===== src/hdl/dderby_pkg.sv =====
//==============================
// shared constants for the control and boot subsystem
// keyboard scan codes, joystick bit map, widths and
// the reset countdown values
//==============================

package dderby_pkg;

	//==============================
	// widths
	//==============================

	localparam int joy_w       = 8;  // one joystick byte
	localparam int angle_w     = 6;  // wheel angle, wraps mod 64
	localparam int num_players = 4;

	//==============================
	// joystick byte layout
	//==============================

	localparam int joy_right_bit = 0;
	localparam int joy_left_bit  = 1;
	localparam int joy_fire1_bit = 4;
	localparam int joy_fire2_bit = 5;

	//==============================
	// keyboard scan codes (set 2)
	//==============================

	localparam logic [7:0] key_left   = 8'h6B; // cursor left
	localparam logic [7:0] key_right  = 8'h74; // cursor right
	localparam logic [7:0] key_coin   = 8'h76; // esc
	localparam logic [7:0] key_start1 = 8'h05; // f1
	localparam logic [7:0] key_start2 = 8'h06; // f2
	localparam logic [7:0] key_start3 = 8'h04; // f3
	localparam logic [7:0] key_start4 = 8'h0C; // f4
	localparam logic [7:0] key_fire1  = 8'h29; // space
	localparam logic [7:0] key_fire2  = 8'h11; // alt

	//==============================
	// game reset countdown
	//==============================

	// second reset pulse comes this many cycles after the first one ends
	localparam int rst_count_w = 16;
	localparam logic [rst_count_w-1:0] rst_count_max = {rst_count_w{1'b1}};

endpackage


===== src/hdl/key_decoder.sv =====
//==============================
// keyboard decoder
// turns scan-code strobes into held button levels
// for steering, fire, coin and the four start keys
//==============================

`timescale 1ns/1ns

module key_decoder (
	input  logic       clk_sys,
	input  logic       rst_n,
	input  logic       key_strobe,   // one cycle per key event
	input  logic [7:0] key_code,
	input  logic       key_pressed,  // 1 = make, 0 = break
	output logic       kb_left,
	output logic       kb_right,
	output logic       kb_fire1,
	output logic       kb_fire2,
	output logic       coin,
	output logic [3:0] start
);

	// one level register per mapped key
	logic btn_left;
	logic btn_right;
	logic btn_fire1;
	logic btn_fire2;
	logic btn_coin;
	logic [3:0] btn_start;  // bit 0 is player one

	//==============================
	// scan-code latch
	//==============================

	always_ff @(posedge clk_sys or negedge rst_n) begin
		if (!rst_n) begin
			btn_left  <= 1'b0;
			btn_right <= 1'b0;
			btn_fire1 <= 1'b0;
			btn_fire2 <= 1'b0;
			btn_coin  <= 1'b0;
			btn_start <= '0;
		end else if (key_strobe) begin
			case (key_code)
				dderby_pkg::key_left:   btn_left     <= key_pressed;
				dderby_pkg::key_right:  btn_right    <= key_pressed;
				dderby_pkg::key_fire1:  btn_fire1    <= key_pressed;
				dderby_pkg::key_fire2:  btn_fire2    <= key_pressed;
				dderby_pkg::key_coin:   btn_coin     <= key_pressed;
				dderby_pkg::key_start1: btn_start[0] <= key_pressed;
				dderby_pkg::key_start2: btn_start[1] <= key_pressed;
				dderby_pkg::key_start3: btn_start[2] <= key_pressed;
				dderby_pkg::key_start4: btn_start[3] <= key_pressed;
				default: ;  // unmapped keys are ignored
			endcase
		end
	end

	//==============================
	// outputs
	//==============================

	assign kb_left  = btn_left;
	assign kb_right = btn_right;
	assign kb_fire1 = btn_fire1;
	assign kb_fire2 = btn_fire2;
	assign coin     = btn_coin;
	assign start    = btn_start;

endmodule


===== src/hdl/control_merge.sv =====
//==============================
// control merger
// optional swap of the first two joysticks, keyboard
// ORed into player one, registered per-player controls
//==============================

`timescale 1ns/1ns

module control_merge (
	input  logic                                clk_sys,
	input  logic                                rst_n,
	input  logic                                swap_joy,
	input  logic [dderby_pkg::joy_w-1:0]        joy_0,
	input  logic [dderby_pkg::joy_w-1:0]        joy_1,
	input  logic [dderby_pkg::joy_w-1:0]        joy_2,
	input  logic [dderby_pkg::joy_w-1:0]        joy_3,
	input  logic                                kb_left,
	input  logic                                kb_right,
	input  logic                                kb_fire1,
	input  logic                                kb_fire2,
	output logic [dderby_pkg::num_players-1:0]  left,
	output logic [dderby_pkg::num_players-1:0]  right,
	output logic [dderby_pkg::num_players-1:0]  fire1,
	output logic [dderby_pkg::num_players-1:0]  fire2
);

	logic [dderby_pkg::joy_w-1:0] joy_p [dderby_pkg::num_players];  // per-player byte

	logic [dderby_pkg::num_players-1:0] left_c;
	logic [dderby_pkg::num_players-1:0] right_c;
	logic [dderby_pkg::num_players-1:0] fire1_c;
	logic [dderby_pkg::num_players-1:0] fire2_c;

	// players 1 and 2 trade sticks when swapped
	assign joy_p[0] = swap_joy ? joy_1 : joy_0;
	assign joy_p[1] = swap_joy ? joy_0 : joy_1;
	assign joy_p[2] = joy_2;
	assign joy_p[3] = joy_3;

	//==============================
	// bit extraction and keyboard OR
	//==============================

	always_comb begin
		for (int p = 0; p < dderby_pkg::num_players; p++) begin
			left_c[p]  = joy_p[p][dderby_pkg::joy_left_bit];
			right_c[p] = joy_p[p][dderby_pkg::joy_right_bit];
			fire1_c[p] = joy_p[p][dderby_pkg::joy_fire1_bit];
			fire2_c[p] = joy_p[p][dderby_pkg::joy_fire2_bit];
		end
		// keyboard only drives player one
		left_c[0]  = left_c[0]  | kb_left;
		right_c[0] = right_c[0] | kb_right;
		fire1_c[0] = fire1_c[0] | kb_fire1;
		fire2_c[0] = fire2_c[0] | kb_fire2;
	end

	always_ff @(posedge clk_sys or negedge rst_n) begin
		if (!rst_n) begin
			left  <= '0;
			right <= '0;
			fire1 <= '0;
			fire2 <= '0;
		end else begin
			left  <= left_c;
			right <= right_c;
			fire1 <= fire1_c;
			fire2 <= fire2_c;
		end
	end

endmodule


===== src/hdl/spinner.sv =====
//==============================
// steering spinner
// wheel angle stepped once per vsync rising edge
// by the held left/right direction
//==============================

`timescale 1ns/1ns

module spinner (
	input  logic                            clk_sys,
	input  logic                            rst_n,
	input  logic                            left,
	input  logic                            right,
	input  logic                            vsync,
	output logic [dderby_pkg::angle_w-1:0]  angle
);

	logic vsync_d;     // previous vsync level
	logic vsync_rise;

	logic [dderby_pkg::angle_w-1:0] angle_q;
	logic [dderby_pkg::angle_w-1:0] angle_next;

	//==============================
	// frame tick
	//==============================

	always_ff @(posedge clk_sys or negedge rst_n) begin
		if (!rst_n) begin
			vsync_d <= 1'b0;
		end else begin
			vsync_d <= vsync;
		end
	end

	assign vsync_rise = vsync & ~vsync_d;

	//==============================
	// angle counter
	//==============================

	// both or neither held means no turn
	always_comb begin
		angle_next = angle_q;
		if (right && !left) begin
			angle_next = angle_q + 1'b1;  // wraps 63 -> 0
		end else if (left && !right) begin
			angle_next = angle_q - 1'b1;  // wraps 0 -> 63
		end
	end

	always_ff @(posedge clk_sys or negedge rst_n) begin
		if (!rst_n) begin
			angle_q <= '0;
		end else if (vsync_rise) begin
			angle_q <= angle_next;
		end
	end

	assign angle = angle_q;

endmodule


===== src/hdl/boot_sequencer.sv =====
//==============================
// boot sequencer
// ROM download tracking, memory request toggle and
// game reset with the delayed second pulse
//==============================

`timescale 1ns/1ns

module boot_sequencer (
	input  logic clk_sys,
	input  logic rst_n,
	input  logic downloading,  // ROM download in progress
	input  logic dl_wr,        // byte strobe level
	input  logic reset_req,    // menu reset or button
	output logic rom_req,
	output logic rom_loaded,
	output logic game_reset
);

	logic dl_wr_d;
	logic downloading_d;
	logic dl_wr_rise;
	logic dl_done;   // falling edge of downloading
	logic hold_rst;  // reset requested or nothing loaded yet

	logic req_q;
	logic loaded_q;
	logic game_reset_q;
	logic [dderby_pkg::rst_count_w-1:0] rst_count;

	//==============================
	// edge detection
	//==============================

	always_ff @(posedge clk_sys or negedge rst_n) begin
		if (!rst_n) begin
			dl_wr_d       <= 1'b0;
			downloading_d <= 1'b0;
		end else begin
			dl_wr_d       <= dl_wr;
			downloading_d <= downloading;
		end
	end

	assign dl_wr_rise = dl_wr & ~dl_wr_d;
	assign dl_done    = downloading_d & ~downloading;

	//==============================
	// download tracking
	//==============================

	always_ff @(posedge clk_sys or negedge rst_n) begin
		if (!rst_n) begin
			req_q    <= 1'b0;
			loaded_q <= 1'b0;
		end else begin
			if (downloading && dl_wr_rise)
				req_q <= ~req_q;  // one toggle per byte
			if (dl_done)
				loaded_q <= 1'b1;  // sticky until rst_n
		end
	end

	//==============================
	// game reset
	//==============================

	assign hold_rst = reset_req | ~loaded_q;

	always_ff @(posedge clk_sys or negedge rst_n) begin
		if (!rst_n) begin
			rst_count    <= dderby_pkg::rst_count_max;
			game_reset_q <= 1'b1;
		end else begin
			if (hold_rst)
				rst_count <= dderby_pkg::rst_count_max;
			else if (rst_count != '0)
				rst_count <= rst_count - 1'b1;  // stops at zero
			// second pulse when the countdown passes one
			game_reset_q <= hold_rst | (rst_count == 1);
		end
	end

	assign rom_req    = req_q;
	assign rom_loaded = loaded_q;
	assign game_reset = game_reset_q;

endmodule


===== src/hdl/dderby_inputs.sv =====
//==============================
// control and boot top level
// key decoder, control merger, four spinners
// and the boot sequencer
//==============================

`timescale 1ns/1ns

module dderby_inputs (
	input  logic                                clk_sys,
	input  logic                                rst_n,
	input  logic                                key_strobe,
	input  logic [7:0]                          key_code,
	input  logic                                key_pressed,
	input  logic [dderby_pkg::joy_w-1:0]        joy_0,
	input  logic [dderby_pkg::joy_w-1:0]        joy_1,
	input  logic [dderby_pkg::joy_w-1:0]        joy_2,
	input  logic [dderby_pkg::joy_w-1:0]        joy_3,
	input  logic                                swap_joy,
	input  logic                                vsync,
	input  logic                                downloading,
	input  logic                                dl_wr,
	input  logic                                reset_req,
	output logic                                coin,
	output logic [3:0]                          start,
	output logic [dderby_pkg::num_players-1:0]  fire1,
	output logic [dderby_pkg::num_players-1:0]  fire2,
	output logic [dderby_pkg::angle_w-1:0]      wheel1,
	output logic [dderby_pkg::angle_w-1:0]      wheel2,
	output logic [dderby_pkg::angle_w-1:0]      wheel3,
	output logic [dderby_pkg::angle_w-1:0]      wheel4,
	output logic                                rom_req,
	output logic                                rom_loaded,
	output logic                                game_reset
);

	logic kb_left;
	logic kb_right;
	logic kb_fire1;
	logic kb_fire2;

	// merged steering, one bit per player
	logic [dderby_pkg::num_players-1:0] left;
	logic [dderby_pkg::num_players-1:0] right;

	key_decoder u_keys (
		.clk_sys     (clk_sys),
		.rst_n       (rst_n),
		.key_strobe  (key_strobe),
		.key_code    (key_code),
		.key_pressed (key_pressed),
		.kb_left     (kb_left),
		.kb_right    (kb_right),
		.kb_fire1    (kb_fire1),
		.kb_fire2    (kb_fire2),
		.coin        (coin),
		.start       (start)
	);

	control_merge u_merge (
		.clk_sys  (clk_sys),
		.rst_n    (rst_n),
		.swap_joy (swap_joy),
		.joy_0    (joy_0),
		.joy_1    (joy_1),
		.joy_2    (joy_2),
		.joy_3    (joy_3),
		.kb_left  (kb_left),
		.kb_right (kb_right),
		.kb_fire1 (kb_fire1),
		.kb_fire2 (kb_fire2),
		.left     (left),
		.right    (right),
		.fire1    (fire1),
		.fire2    (fire2)
	);

	//==============================
	// spinners, shared vsync
	//==============================

	spinner u_spin1 (
		.clk_sys (clk_sys),
		.rst_n   (rst_n),
		.left    (left[0]),
		.right   (right[0]),
		.vsync   (vsync),
		.angle   (wheel1)
	);

	spinner u_spin2 (
		.clk_sys (clk_sys),
		.rst_n   (rst_n),
		.left    (left[1]),
		.right   (right[1]),
		.vsync   (vsync),
		.angle   (wheel2)
	);

	spinner u_spin3 (
		.clk_sys (clk_sys),
		.rst_n   (rst_n),
		.left    (left[2]),
		.right   (right[2]),
		.vsync   (vsync),
		.angle   (wheel3)
	);

	spinner u_spin4 (
		.clk_sys (clk_sys),
		.rst_n   (rst_n),
		.left    (left[3]),
		.right   (right[3]),
		.vsync   (vsync),
		.angle   (wheel4)
	);

	boot_sequencer u_boot (
		.clk_sys     (clk_sys),
		.rst_n       (rst_n),
		.downloading (downloading),
		.dl_wr       (dl_wr),
		.reset_req   (reset_req),
		.rom_req     (rom_req),
		.rom_loaded  (rom_loaded),
		.game_reset  (game_reset)
	);

endmodule


===== config.mk =====
export PLATFORM = sky130hd
export DESIGN_NAME = dderby_inputs
export DESIGN_NICKNAME = d
export VERILOG_FILES = /design/src/hdl/dderby_pkg.sv /design/src/hdl/key_decoder.sv /design/src/hdl/control_merge.sv /design/src/hdl/spinner.sv /design/src/hdl/boot_sequencer.sv /design/src/hdl/dderby_inputs.sv
export SDC_FILE = /design/constraint.sdc
export NUM_CORES = 1
export LEC_CHECK = 0
export BUFFER_PORTS_ARGS = -buffer_cell sky130_fd_sc_hd__buf_2
export CORE_MARGIN = 8
export CORE_UTILIZATION = 55
export DETAILED_ROUTE_END_ITERATION = 16
export GPL_ROUTABILITY_DRIVEN = 0
export GPL_TIMING_DRIVEN = 0
export MAX_ROUTING_LAYER = met4
export PLACE_DENSITY_LB_ADDON = 0.15
export SETUP_SLACK_MARGIN = 0.1
export SYNTH_ARGS = -nofsm -noshare
export SYNTH_HDL_FRONTEND = slang
export SYNTH_SLANG_ARGS = --single-unit

===== constraint.sdc =====
create_clock -name clk_sys -period 5.6 [get_ports clk_sys]
set_clock_uncertainty 0.15 [all_clocks]
set_input_delay 0 -clock clk_sys [delete_from_list [all_inputs] [get_ports clk_sys]]
set_output_delay 0 -clock clk_sys [all_outputs]
set_load 0.05 [all_outputs]

==> results of run 1 <==
-- metal layers --
metal	vias to the layer above	track usage
li1	1592	-
met1	1516	0.210
met2	84	0.326
met3	12	0.0635
met4	0	0.0582
met5	-	-
-- logic make-up after synthesis --
group | Yosys count | share of synthesized area
AOI/OAI and AO/OA | 80 | 0.138
xor gates and xnor gates | 16 | 0.0365
adders and majority gates | 26 | 0.0926
buffers and inverters | 28 | 0.0329
DFF | 71 | 0.468
muxes | 15 | 0.0434
and+or+nand+nor | 132 | 0.188
-- Yosys cell counts, types with 6 or more instances --
master | n | area share
clkbuf_1 | 6 | 0.0059
xnor2_1 | 11 | 0.025
o21ai_0 | 27 | 0.035
dfrtp_1 | 54 | 0.35
dfstp_2 | 17 | 0.12
ha_1 | 22 | 0.072
nor2_1 | 12 | 0.012
a21oi_1 | 6 | 0.0078
nor2b_1 | 6 | 0.0098
inv_1 | 16 | 0.016
o31ai_1 | 8 | 0.016
or4_1 | 6 | 0.012
a31oi_1 | 7 | 0.011
nor4_1 | 7 | 0.011
a211oi_1 | 8 | 0.016
nand3_1 | 12 | 0.016
nor3_1 | 16 | 0.021
nand2_1 | 37 | 0.036
nor3b_1 | 6 | 0.012
mux2_2 | 13 | 0.038
a21o_1 | 8 | 0.016
-- how the worst max path moves through the flow --
stage | end | slack, ns | cells after the start
after floorplan | u_boot.rst_count[12] | 3.50 | 8
after global placement | u_boot.rst_count[7] | 3.30 | 7
after detailed placement | u_boot.rst_count[7] | 3.18 | 7
after CTS | u_boot.rst_count[7] | 3.16 | 7
after global routing | u_keys.kb_fire1 | 3.04 | 8
final | u_keys.kb_fire1 | 3.14 | 8
-- power by group through the flow --
stage | registers [µW] | clock network (µW) | logic, µW
after floorplan | 1050 | 0 | 413
after CTS | 713 | 470 | 990
after global routing | 731 | 486 | 1070
final | 713 | 456 | 987
after detailed placement | 721 | 0 | 966
after global placement | 718 | 0 | 939
-- metrics by stage --
step / instances / power [µW] / util / area (µm²) / hold WS, ns
after global routing: 593 / 2290 / 0.729 / 4950 / 0.0628
after global placement: 536 / 1660 / 0.636 / 4320 / -0.0421
after floorplan: 368 / 1460 / - / 3840 / -0.446
after CTS: 593 / 2170 / 0.729 / 4950 / 0.0186
after detailed placement: 536 / 1690 / 0.636 / 4320 / -0.0406
final: 593 / 2160 / 0.729 / 4950 / 0.0480
-- critical path, stage by stage --
cell           delay [ns]
dlygate4sd3_1        0.53
buf_2                0.13
nand3b_1             0.20
nor3_1               0.19
dlygate4sd3_1        0.61
nand2_1              0.05
dlygate4sd3_1        0.57
mux2_2               0.27
-- layout make-up --
class / count / area (µm²) / area share
inverters: 16 / 60.1 / 0.0121
clock inverters: 5 / 81.3 / 0.0164
repair buffers: 113 / 773 / 0.156
flip-flops and latches: 71 / 1800 / 0.363
clock buffers: 11 / 141 / 0.0285
multi-input cells: 269 / 1910 / 0.386
well taps: 96 / 120 / 0.0242
plain buffers: 12 / 66.3 / 0.0134
-- flip-flops by register name, summed over array words and instances (netlist names) --
signal / count
u_keys.kb_left: 1
u_keys.start: 4
u_boot.game_reset: 1
u_spin4.angle: 6
u_spin2.angle: 6
u_boot.rom_loaded: 1
u_keys.kb_fire1: 1
u_boot.rst_count: 16
u_merge.right: 4
u_merge.fire1: 4
u_boot.rom_req: 1
u_keys.kb_right: 1
u_boot.downloading_d: 1
u_merge.fire2: 4
u_boot.dl_wr_d: 1
u_spin1.angle: 6
u_spin4.vsync_d: 1
u_spin3.angle: 6
u_keys.coin: 1
u_keys.kb_fire2: 1
u_merge.left: 4
==> results.sh, run 1 <==
export IMPL_track_usage=0.192
export IMPL_worstSetupPathType="input pin to register"
export IMPL_ant_nets=0
export IMPL_synthArstFlopShare=1.00
export IMPL_first_iter_violations=144
export IMPL_netSwitchingFraction=0.439
export IMPL_crit_arrival_ns=2.55
export IMPL_crit_start="key_code[1]"
export IMPL_synthToLayoutAreaGrowth_pct=29.1
export IMPL_leakage_uw=0.00224
export IMPL_m1WireLength_mm=3.86
export IMPL_portBuffers=72
export IMPL_die_area_mm2=0.00991
export IMPL_cp_end_kind="register"
export IMPL_setup_viol=0
export IMPL_grt_max_degree=72
export IMPL_syn_nets=443
export IMPL_pwr_share_comb=0.458
export IMPL_cellPowerDensity_mw_per_mm2=435
export IMPL_maxCapViolCount=0
export IMPL_maxSlewViolCount=0
export IMPL_num_rows=30
export IMPL_cts_tree="done"
export IMPL_synth_warnings=0
export IMPL_vias=3204
export IMPL_critical_path_peak_fanout=4
export IMPL_min_path_cells=4
export IMPL_grt_overflow_total=0
export IMPL_hpwl_mm=5.94
export IMPL_wl_met3_um=446
export IMPL_power_frac_clock=0.211
export IMPL_top_layer="met4"
export IMPL_timing_fmax_ghz=0.406
export IMPL_layout_commonest_cell="buf_2"
export IMPL_cts_root_buf="clkbuf_8"
export IMPL_path_clk_slew_ns=0.08
export IMPL_worstReg2RegStart="u_boot.rst_count[0]"
export IMPL_io_pins=89
export IMPL_syn_area_mm2=0.00384
export IMPL_status="completed"
export IMPL_hp_start="key_code[4]"
export IMPL_required_ns=5.69
export IMPL_layout_common_cells="buf_2, dfrtp_1, dlygate4sd3_1, nand2_1, o21ai_0"
export IMPL_viasPerCell=5.40
export IMPL_wl_mm=8.87
export IMPL_finalCritPeriodShare=0.440
export IMPL_worst_slack_ns=3.14
export IMPL_finalHoldViolations=0
export IMPL_grt_antenna_before_repair=0
export IMPL_hp_class="input pin to register"
export IMPL_h_tree_depth=3
export IMPL_grt_pass1_wl_mm=14.9
export IMPL_core_area_mm2=0.00679
export IMPL_holdBufCountCts=41
export IMPL_synth_edff_count=0
export IMPL_synth_ff_type="dfrtp_1"
export IMPL_wl_met2_mm=4.46
export IMPL_drcViolationCount=0
export IMPL_rsz0062_at_grt="false"
export IMPL_die_width_um=99.5
export IMPL_place_ws_ns=3.18
export IMPL_fin_setup_tns_ns=0
export IMPL_avgRoutedWirePerCell_um=15.0
export IMPL_worstMarginPinSlew_ns=0.892
export IMPL_syn_area_per_cell_um2=10.4
export IMPL_initial_core_util=0.565
export IMPL_switching_power_uw=947
export IMPL_ir_worst_vdd_uv=272
export IMPL_cts_buffers=9
export IMPL_max_clock_path_buffers=2
export IMPL_dr_pass1_iters=6
export IMPL_cts_setup_buffers=0
export IMPL_netlist_instances=368
export IMPL_layout_drive_gt1_share=0.268
export IMPL_fin_crit_ns=2.46
export IMPL_worstReg2RegEnd="u_boot.rst_count[7]"
export IMPL_yosysUniqueCellTypes=53
export IMPL_whs_endpoint="u_keys.kb_right"
export IMPL_insertion_delay_ns=0.35
export IMPL_p_int_uw=1210
export IMPL_clock_sinks=71
export IMPL_n_fill_cell=477
export IMPL_crit_path_start_kind="input pin"
export IMPL_die_h_um=99.5
export IMPL_seqPwrFrac=0.331
export IMPL_relSlewSlack=0.405
export IMPL_synth_seq_cells=71
export IMPL_regToRegSetupSlack_ns=3.17
export IMPL_grt_pass1_vias=3247
export IMPL_cts_resized=0
export IMPL_yosysSeqAreaShare=0.468
export IMPL_diodes=0
export IMPL_nets=567
export IMPL_reg2reg_depth=7
Note: power is estimated with default switching activity, not from simulation.
==> inputs of run 2 (changes only) <==
--- a/config.mk
+++ b/config.mk
@@ -7,7 +7,7 @@
 export LEC_CHECK = 0
 export BUFFER_PORTS_ARGS = -buffer_cell sky130_fd_sc_hd__buf_2
 export CORE_MARGIN = 8
-export CORE_UTILIZATION = 55
+export CORE_UTILIZATION = 49
 export DETAILED_ROUTE_END_ITERATION = 16
 export GPL_ROUTABILITY_DRIVEN = 0
 export GPL_TIMING_DRIVEN = 0
==> constraint.sdc (replaced) <==
create_clock -name clk_sys -period 2 [get_ports clk_sys]
set_clock_uncertainty 0.15 [all_clocks]
set_input_delay 0 -clock clk_sys [delete_from_list [all_inputs] [get_ports clk_sys]]
set_output_delay 0 -clock clk_sys [all_outputs]
set_load 0.05 [all_outputs]
==> run 2 against run 1 <==
The flow now finishes with violations (setup timing). Total power increased to 3.2 times the previous value. Sequential power increased to 3.0 times the previous value. Worst setup slack got worse by 3.3 ns. Sequential share of layout area decreased by 6.1 points. Global-route usage decreased by 0.16 points. Combinational power increased to 3.6 times the previous value. Core utilization increased by 5.7 points. First-iteration DRC count increased by 17%. Final cell count increased by 6.9%. Non-clock buffer count increased by 35. Highest routed layer unchanged. Design area increased by 21%. Hold slack got worse by 0.023 ns.
==> results.sh, run 2 (synthesized netlist as in run 1, its figures left out) <==
export IMPL_violations="setup timing"
export IMPL_cp_end_kind="register"
export IMPL_fin_cells=634
export IMPL_max_clock_path_buffers=2
export IMPL_cts_buffers=9
export IMPL_finalHoldViolations=0
export IMPL_maxCapViolCount=0
export IMPL_io_pins=89
export IMPL_dp_cells=542
export IMPL_die_h_um=105
export IMPL_initial_core_util=0.502
export IMPL_crit_start="u_boot.rst_count[7]"
export IMPL_relSlewSlack=0.401
export IMPL_worstReg2RegEnd="u_boot.rst_count[13]"
export IMPL_leakage_uw=0.00253
export IMPL_grt_max_degree=72
export IMPL_grt_antenna_before_repair=0
export IMPL_timing_fmax_ghz=0.467
export IMPL_crit_cells=5
export IMPL_cp_endpoint="u_boot.rst_count[13]"
export IMPL_regMostFlops="u_boot.rst_count"
export IMPL_switching_power_uw=3130
export IMPL_worstMarginPinSlew_ns=0.898
export IMPL_worstReg2RegStart="u_boot.rst_count[7]"
export IMPL_design_power_total_uw=6900
export IMPL_insertion_delay_ns=0.35
export IMPL_synthToLayoutAreaGrowth_pct=56.6
export IMPL_hpwl_mm=6.06
export IMPL_ir_worst_vdd_uv=488
export IMPL_num_rows=32
export IMPL_avgRoutedWirePerCell_um=17.4
export IMPL_ant_nets=0
export IMPL_status="finished, violations left"
export IMPL_clock_sinks=71
export IMPL_p_int_uw=3770
export IMPL_layout_commonest_cell="buf_2"
export IMPL_cpMaxStageDelayCell="or4_4"
export IMPL_viasPerCell=5.57
export IMPL_vias=3529
export IMPL_reg2reg_depth=5
export IMPL_worst_slack_ns=-0.139
export IMPL_pwr_share_comb=0.520
export IMPL_nets=602
export IMPL_crit_family="simple AND/OR/NAND/NOR gates"
export IMPL_wl_mm=11.0
export IMPL_maxSlewViolCount=0
export IMPL_grt_pass1_wl_mm=16.8
export IMPL_path_cells="or4_4 -> buf_6 -> or3_4 -> or4_1 -> nand3_1"
export IMPL_finalCritPeriodShare=1.07
export IMPL_path_clk_slew_ns=0.09
export IMPL_fin_setup_tns_ns=-0.775
export IMPL_die_area_mm2=0.0109
export IMPL_regToRegSetupSlack_ns=-0.14
export IMPL_track_usage=0.191
export IMPL_grt_pass1_vias=3561
export IMPL_grt_overflow_total=0
export IMPL_crit_arrival_ns=2.28
export IMPL_drcViolationCount=0
export IMPL_power_frac_clock=0.170
export IMPL_final_util=0.786
export IMPL_required_ns=2.14
export IMPL_h_tree_depth=3
export IMPL_critical_path_peak_fanout=6
export IMPL_hp_class="input pin to register"
export IMPL_layout_common_cells="buf_2, dfrtp_1, dlygate4sd3_1, nand2_1, buf_4"
export IMPL_n_fill_cell=446
export IMPL_die_width_um=105
export IMPL_dr_pass1_iters=4
export IMPL_cts_root_buf="clkbuf_8"
export IMPL_worstSetupPathType="register to register"
export IMPL_largest_register_ffs=16
export IMPL_cp_num_buf_inv=1
export IMPL_critPathMaxStageDelay_ns=0.52
export IMPL_crit_path_start_kind="register"
export IMPL_rsz0062_at_grt="true"
export IMPL_setup_viol=9
export IMPL_cts_tree="done"
export IMPL_diodes=0
export IMPL_first_iter_violations=169
export IMPL_netSwitchingFraction=0.453
export IMPL_seqPwrFrac=0.310
export IMPL_portBuffers=72
export IMPL_core_area_mm2=0.00765
export IMPL_place_ws_ns=-0.207
export IMPL_fin_crit_ns=2.14
export IMPL_layout_drive_gt1_share=0.509
export IMPL_cellPowerDensity_mw_per_mm2=1150
[run 2: worst register-to-register path, stage by stage, from the launching register on]
cell     delay, ns
dfstp_2       0.39
or4_4         0.52
buf_6         0.15
or3_4         0.37
or4_1         0.43
nand3_1       0.09
[run 2: final cells by class]
cell class	count	area (µm²)	area share
sequential	71	1810	0.301
clock inverter	6	68.8	0.0115
buffer	11	118	0.0196
tap	102	128	0.0212
multi-input combinational	269	2600	0.433
inverter	16	86.3	0.0144
clock buffer	10	128	0.0212
timing repair buffer	149	1070	0.178
[run 2: per-stage QoR]
step / area (µm²) / hold slack, ns
final: 6010 / 0.0252
after global routing: 6010 / 0.0634
after detailed placement: 4520 / -0.0401
after floorplan: 4030 / -0.446
after CTS: 5560 / 0.000585
after global placement: 4520 / -0.0413
[run 2: worst min-delay path by stage]
stage | start | end | depth (start not counted)
after floorplan | rst_n | u_boot.dl_wr_d | 0
after global placement | joy_2[4] | u_merge.fire1[2] | 1
after detailed placement | joy_2[0] | u_merge.right[2] | 1
after CTS | key_code[1] | u_keys.start[0] | 5
after global routing | key_code[1] | u_keys.start[0] | 5
final | key_code[1] | u_keys.start[0] | 5
[run 2: power groups by stage]
| stage | Combinational [µW] | Sequential, µW | Clock (µW) |
|---|---|---|---|
| after floorplan | 1290 | 2980 | 0 |
| after detailed placement | 2850 | 2080 | 0 |
| after global routing | 3840 | 2190 | 1250 |
| final | 3590 | 2140 | 1170 |
| after CTS | 3240 | 2100 | 1210 |
| after global placement | 2790 | 2070 | 0 |
[run 2: repair_timing]
item | CTS | global route
hold endpoints to repair | 95 | 0
buffers inserted | 19 | 19
hold buffers | 39 | 0
pin swaps | 21 | 33
endpoints found under the setup margin | 23 | 28
resized for setup | 57 | 68
[run 2: routing by layer]
layer | global-route usage | up-vias | wire [µm]
met5 | - | - | 0
met4 | 0.0714 | 0 | 178
met3 | 0.0440 | 16 | 448
met2 | 0.331 | 101 | 5950
met1 | 0.208 | 1752 | 4440
li1 | - | 1660 | -
==> inputs of run 3 (changes only) <==
--- a/config.mk
+++ b/config.mk
@@ -7,7 +7,7 @@
 export LEC_CHECK = 0
 export BUFFER_PORTS_ARGS = -buffer_cell sky130_fd_sc_hd__buf_2
 export CORE_MARGIN = 8
-export CORE_UTILIZATION = 49
+export CORE_UTILIZATION = 55
 export DETAILED_ROUTE_END_ITERATION = 16
 export GPL_ROUTABILITY_DRIVEN = 0
 export GPL_TIMING_DRIVEN = 0
==> constraint.sdc (replaced) <==
create_clock -name clk_sys -period 2.6 [get_ports clk_sys]
set_clock_uncertainty 0.15 [all_clocks]
set_input_delay 0 -clock clk_sys [delete_from_list [all_inputs] [get_ports clk_sys]]
set_output_delay 0 -clock clk_sys [all_outputs]
set_load 0.05 [all_outputs]
==> run 3 against run 2 <==
The run now ends clean. Via count is 8.8% lower. Clock power decreased by 16%. Largest cell class unchanged. Critical path type is now input pin to register. Design area down 17%. Sequential cell count unchanged. Non-clock buffer count fell by 35. Routed wire length decreased by 19%. Final cell count down 6.5%. Hold slack improved by 0.033 ns. Count of clock-buffer cells in the layout increased by 1.
==> results.sh, run 3 (synthesized netlist as in run 1, its figures left out) <==
export IMPL_wl_mm=8.88
export IMPL_core_area_mm2=0.00679
export IMPL_path_clk_slew_ns=0.07
export IMPL_finalHoldViolations=0
export IMPL_max_clock_path_buffers=2
export IMPL_reg2reg_depth=7
export IMPL_maxSlewViolCount=0
export IMPL_critPathMaxStageDelay_ns=0.60
export IMPL_layout_common_cells="buf_2, dfrtp_1, dlygate4sd3_1, nand2_1, o21ai_0"
export IMPL_grt_max_degree=72
export IMPL_diodes=0
export IMPL_die_area_mm2=0.00991
export IMPL_worstReg2RegStart="u_boot.rst_count[0]"
export IMPL_crit_top_cell="dlygate4sd3_1"
export IMPL_finalCritPeriodShare=0.933
export IMPL_track_usage=0.192
export IMPL_portBuffers=72
export IMPL_regMostFlops="u_boot.rst_count"
export IMPL_hpwl_mm=5.94
export IMPL_whs_endpoint="u_keys.kb_right"
export IMPL_initial_core_util=0.565
export IMPL_path_cells="dlygate4sd3_1 -> buf_2 -> nand3b_1 -> nor3_2 -> dlygate4sd3_1 -> nand2_1 -> dlygate4sd3_1 -> mux2_2"
export IMPL_grt_pass1_vias=3247
export IMPL_dr_pass1_iters=4
export IMPL_cts_root_buf="clkbuf_8"
export IMPL_crit_family="buffers and inverters"
export IMPL_ir_worst_vdd_uv=583
export IMPL_hold_worst_slack_ns=0.0579
export IMPL_regToRegSetupSlack_ns=0.27
export IMPL_cellPowerDensity_mw_per_mm2=934
export IMPL_nets=567
export IMPL_io_pins=89
export IMPL_grt_overflow_total=0
export IMPL_fin_crit_ns=2.43
export IMPL_layout_drive_gt1_share=0.270
export IMPL_hp_class="input pin to register"
export IMPL_fin_setup_tns_ns=0
export IMPL_grt_antenna_before_repair=0
export IMPL_num_rows=30
export IMPL_largest_register_ffs=16
export IMPL_worstReg2RegEnd="u_boot.rst_count[7]"
export IMPL_die_h_um=99.5
export IMPL_rsz0062_at_grt="true"
export IMPL_die_width_um=99.5
export IMPL_h_tree_depth=3
export IMPL_relSlewSlack=0.411
export IMPL_synthToLayoutAreaGrowth_pct=29.3
export IMPL_critical_path_peak_fanout=4
export IMPL_cp_num_buf_inv=4
export IMPL_worstMarginPinSlew_ns=0.883
export IMPL_viasPerCell=5.43
export IMPL_ant_nets=0
export IMPL_first_iter_violations=157
export IMPL_worstSetupPathType="input pin to register"
export IMPL_crit_arrival_ns=2.51
export IMPL_insertion_delay_ns=0.35
export IMPL_status="completed"
export IMPL_min_path_cells=4
export IMPL_vias=3218
export IMPL_fin_cells=593
export IMPL_cts_setup_buffers=0
export IMPL_required_ns=2.69
export IMPL_leakage_uw=0.00226
export IMPL_grt_pass1_wl_mm=14.9
export IMPL_drcViolationCount=0
export IMPL_layout_commonest_cell="buf_2"
export IMPL_cpMaxStageDelayCell="dlygate4sd3_1"
export IMPL_setup_viol=0
export IMPL_cts_tree="done"
export IMPL_clock_sinks=71
export IMPL_hp_start="key_code[4]"
export IMPL_timing_fmax_ghz=0.412
export IMPL_cp_end_kind="register"
export IMPL_avgRoutedWirePerCell_um=15.0
export IMPL_crit_path_start_kind="input pin"
export IMPL_dp_cells=536
export IMPL_cts_buffers=9
export IMPL_maxCapViolCount=0
-- run 3: through the flow --
stage	setup WS [ns]	power, µW	cell area, µm²	utilization
CTS	0.164	4680	4950	0.729
floorplan	0.503	3140	3840	-
global placement	0.299	3570	4320	0.636
detailed placement	0.177	3630	4320	0.636
finish	0.173	4640	4960	0.731
global route	0.0749	4930	4960	0.731
-- run 3: worst max path at each step --
stage,startpoint,to,depth (start not counted)
4_1_cts,u_boot.rst_count[0],u_boot.rst_count[7],7
5_1_grt,key_code[1],u_keys.kb_fire1,8
3_5_place_dp,u_boot.rst_count[0],u_boot.rst_count[7],7
2_1_floorplan,u_boot.rst_count[0],u_boot.rst_count[12],8
6_report,key_code[1],u_keys.kb_fire1,8
3_3_place_gp,u_boot.rst_count[0],u_boot.rst_count[7],7
-- run 3: area by class of cell --
| cell class | count | area (µm²) |
|---|---|---|
| Multi-Input combinational cell | 269 | 1920 |
| Fill cell | 476 | 1830 |
| Sequential cell | 71 | 1800 |
| Timing Repair Buffer | 113 | 776 |
| Clock buffer | 11 | 141 |
| Tap cell | 96 | 120 |
| Clock inverter | 5 | 81.3 |
| Buffer | 12 | 66.3 |
| Inverter | 16 | 60.1 |
-- run 3: power by group --
group          total, µW  switching [µW]  internal, µW
registers           1540             203          1330
logic               2120            1420           704
clock network        978             412           567
total               4640            2040          2600
-- run 3: timing repair --
| item | CTS | global route |
|---|---|---|
| hold buffers | 41 | 0 |
| resized for setup | 0 | 3 |
| setup endpoints to repair | 0 | 3 |
| endpoints found under the hold margin | 96 | 0 |
-- run 3: worst register-to-register path, cell delays in order (launching register included) --
cell	delay, ns
dfstp_2	0.56
inv_1	0.06
ha_1	0.22
or3b_1	0.16
buf_4	0.14
nor2_1	0.14
a2111oi_1	0.57
mux2i_1	0.26
-- run 3: layer usage --
| metal | track usage | routed length, µm | vias to the layer above |
|---|---|---|---|
| li1 | - | - | 1590 |
| met1 | 0.210 | 3900 | 1527 |
| met2 | 0.326 | 4410 | 84 |
| met3 | 0.0635 | 448 | 17 |
| met4 | 0.0582 | 119 | 0 |
| met5 | - | 0 | - |
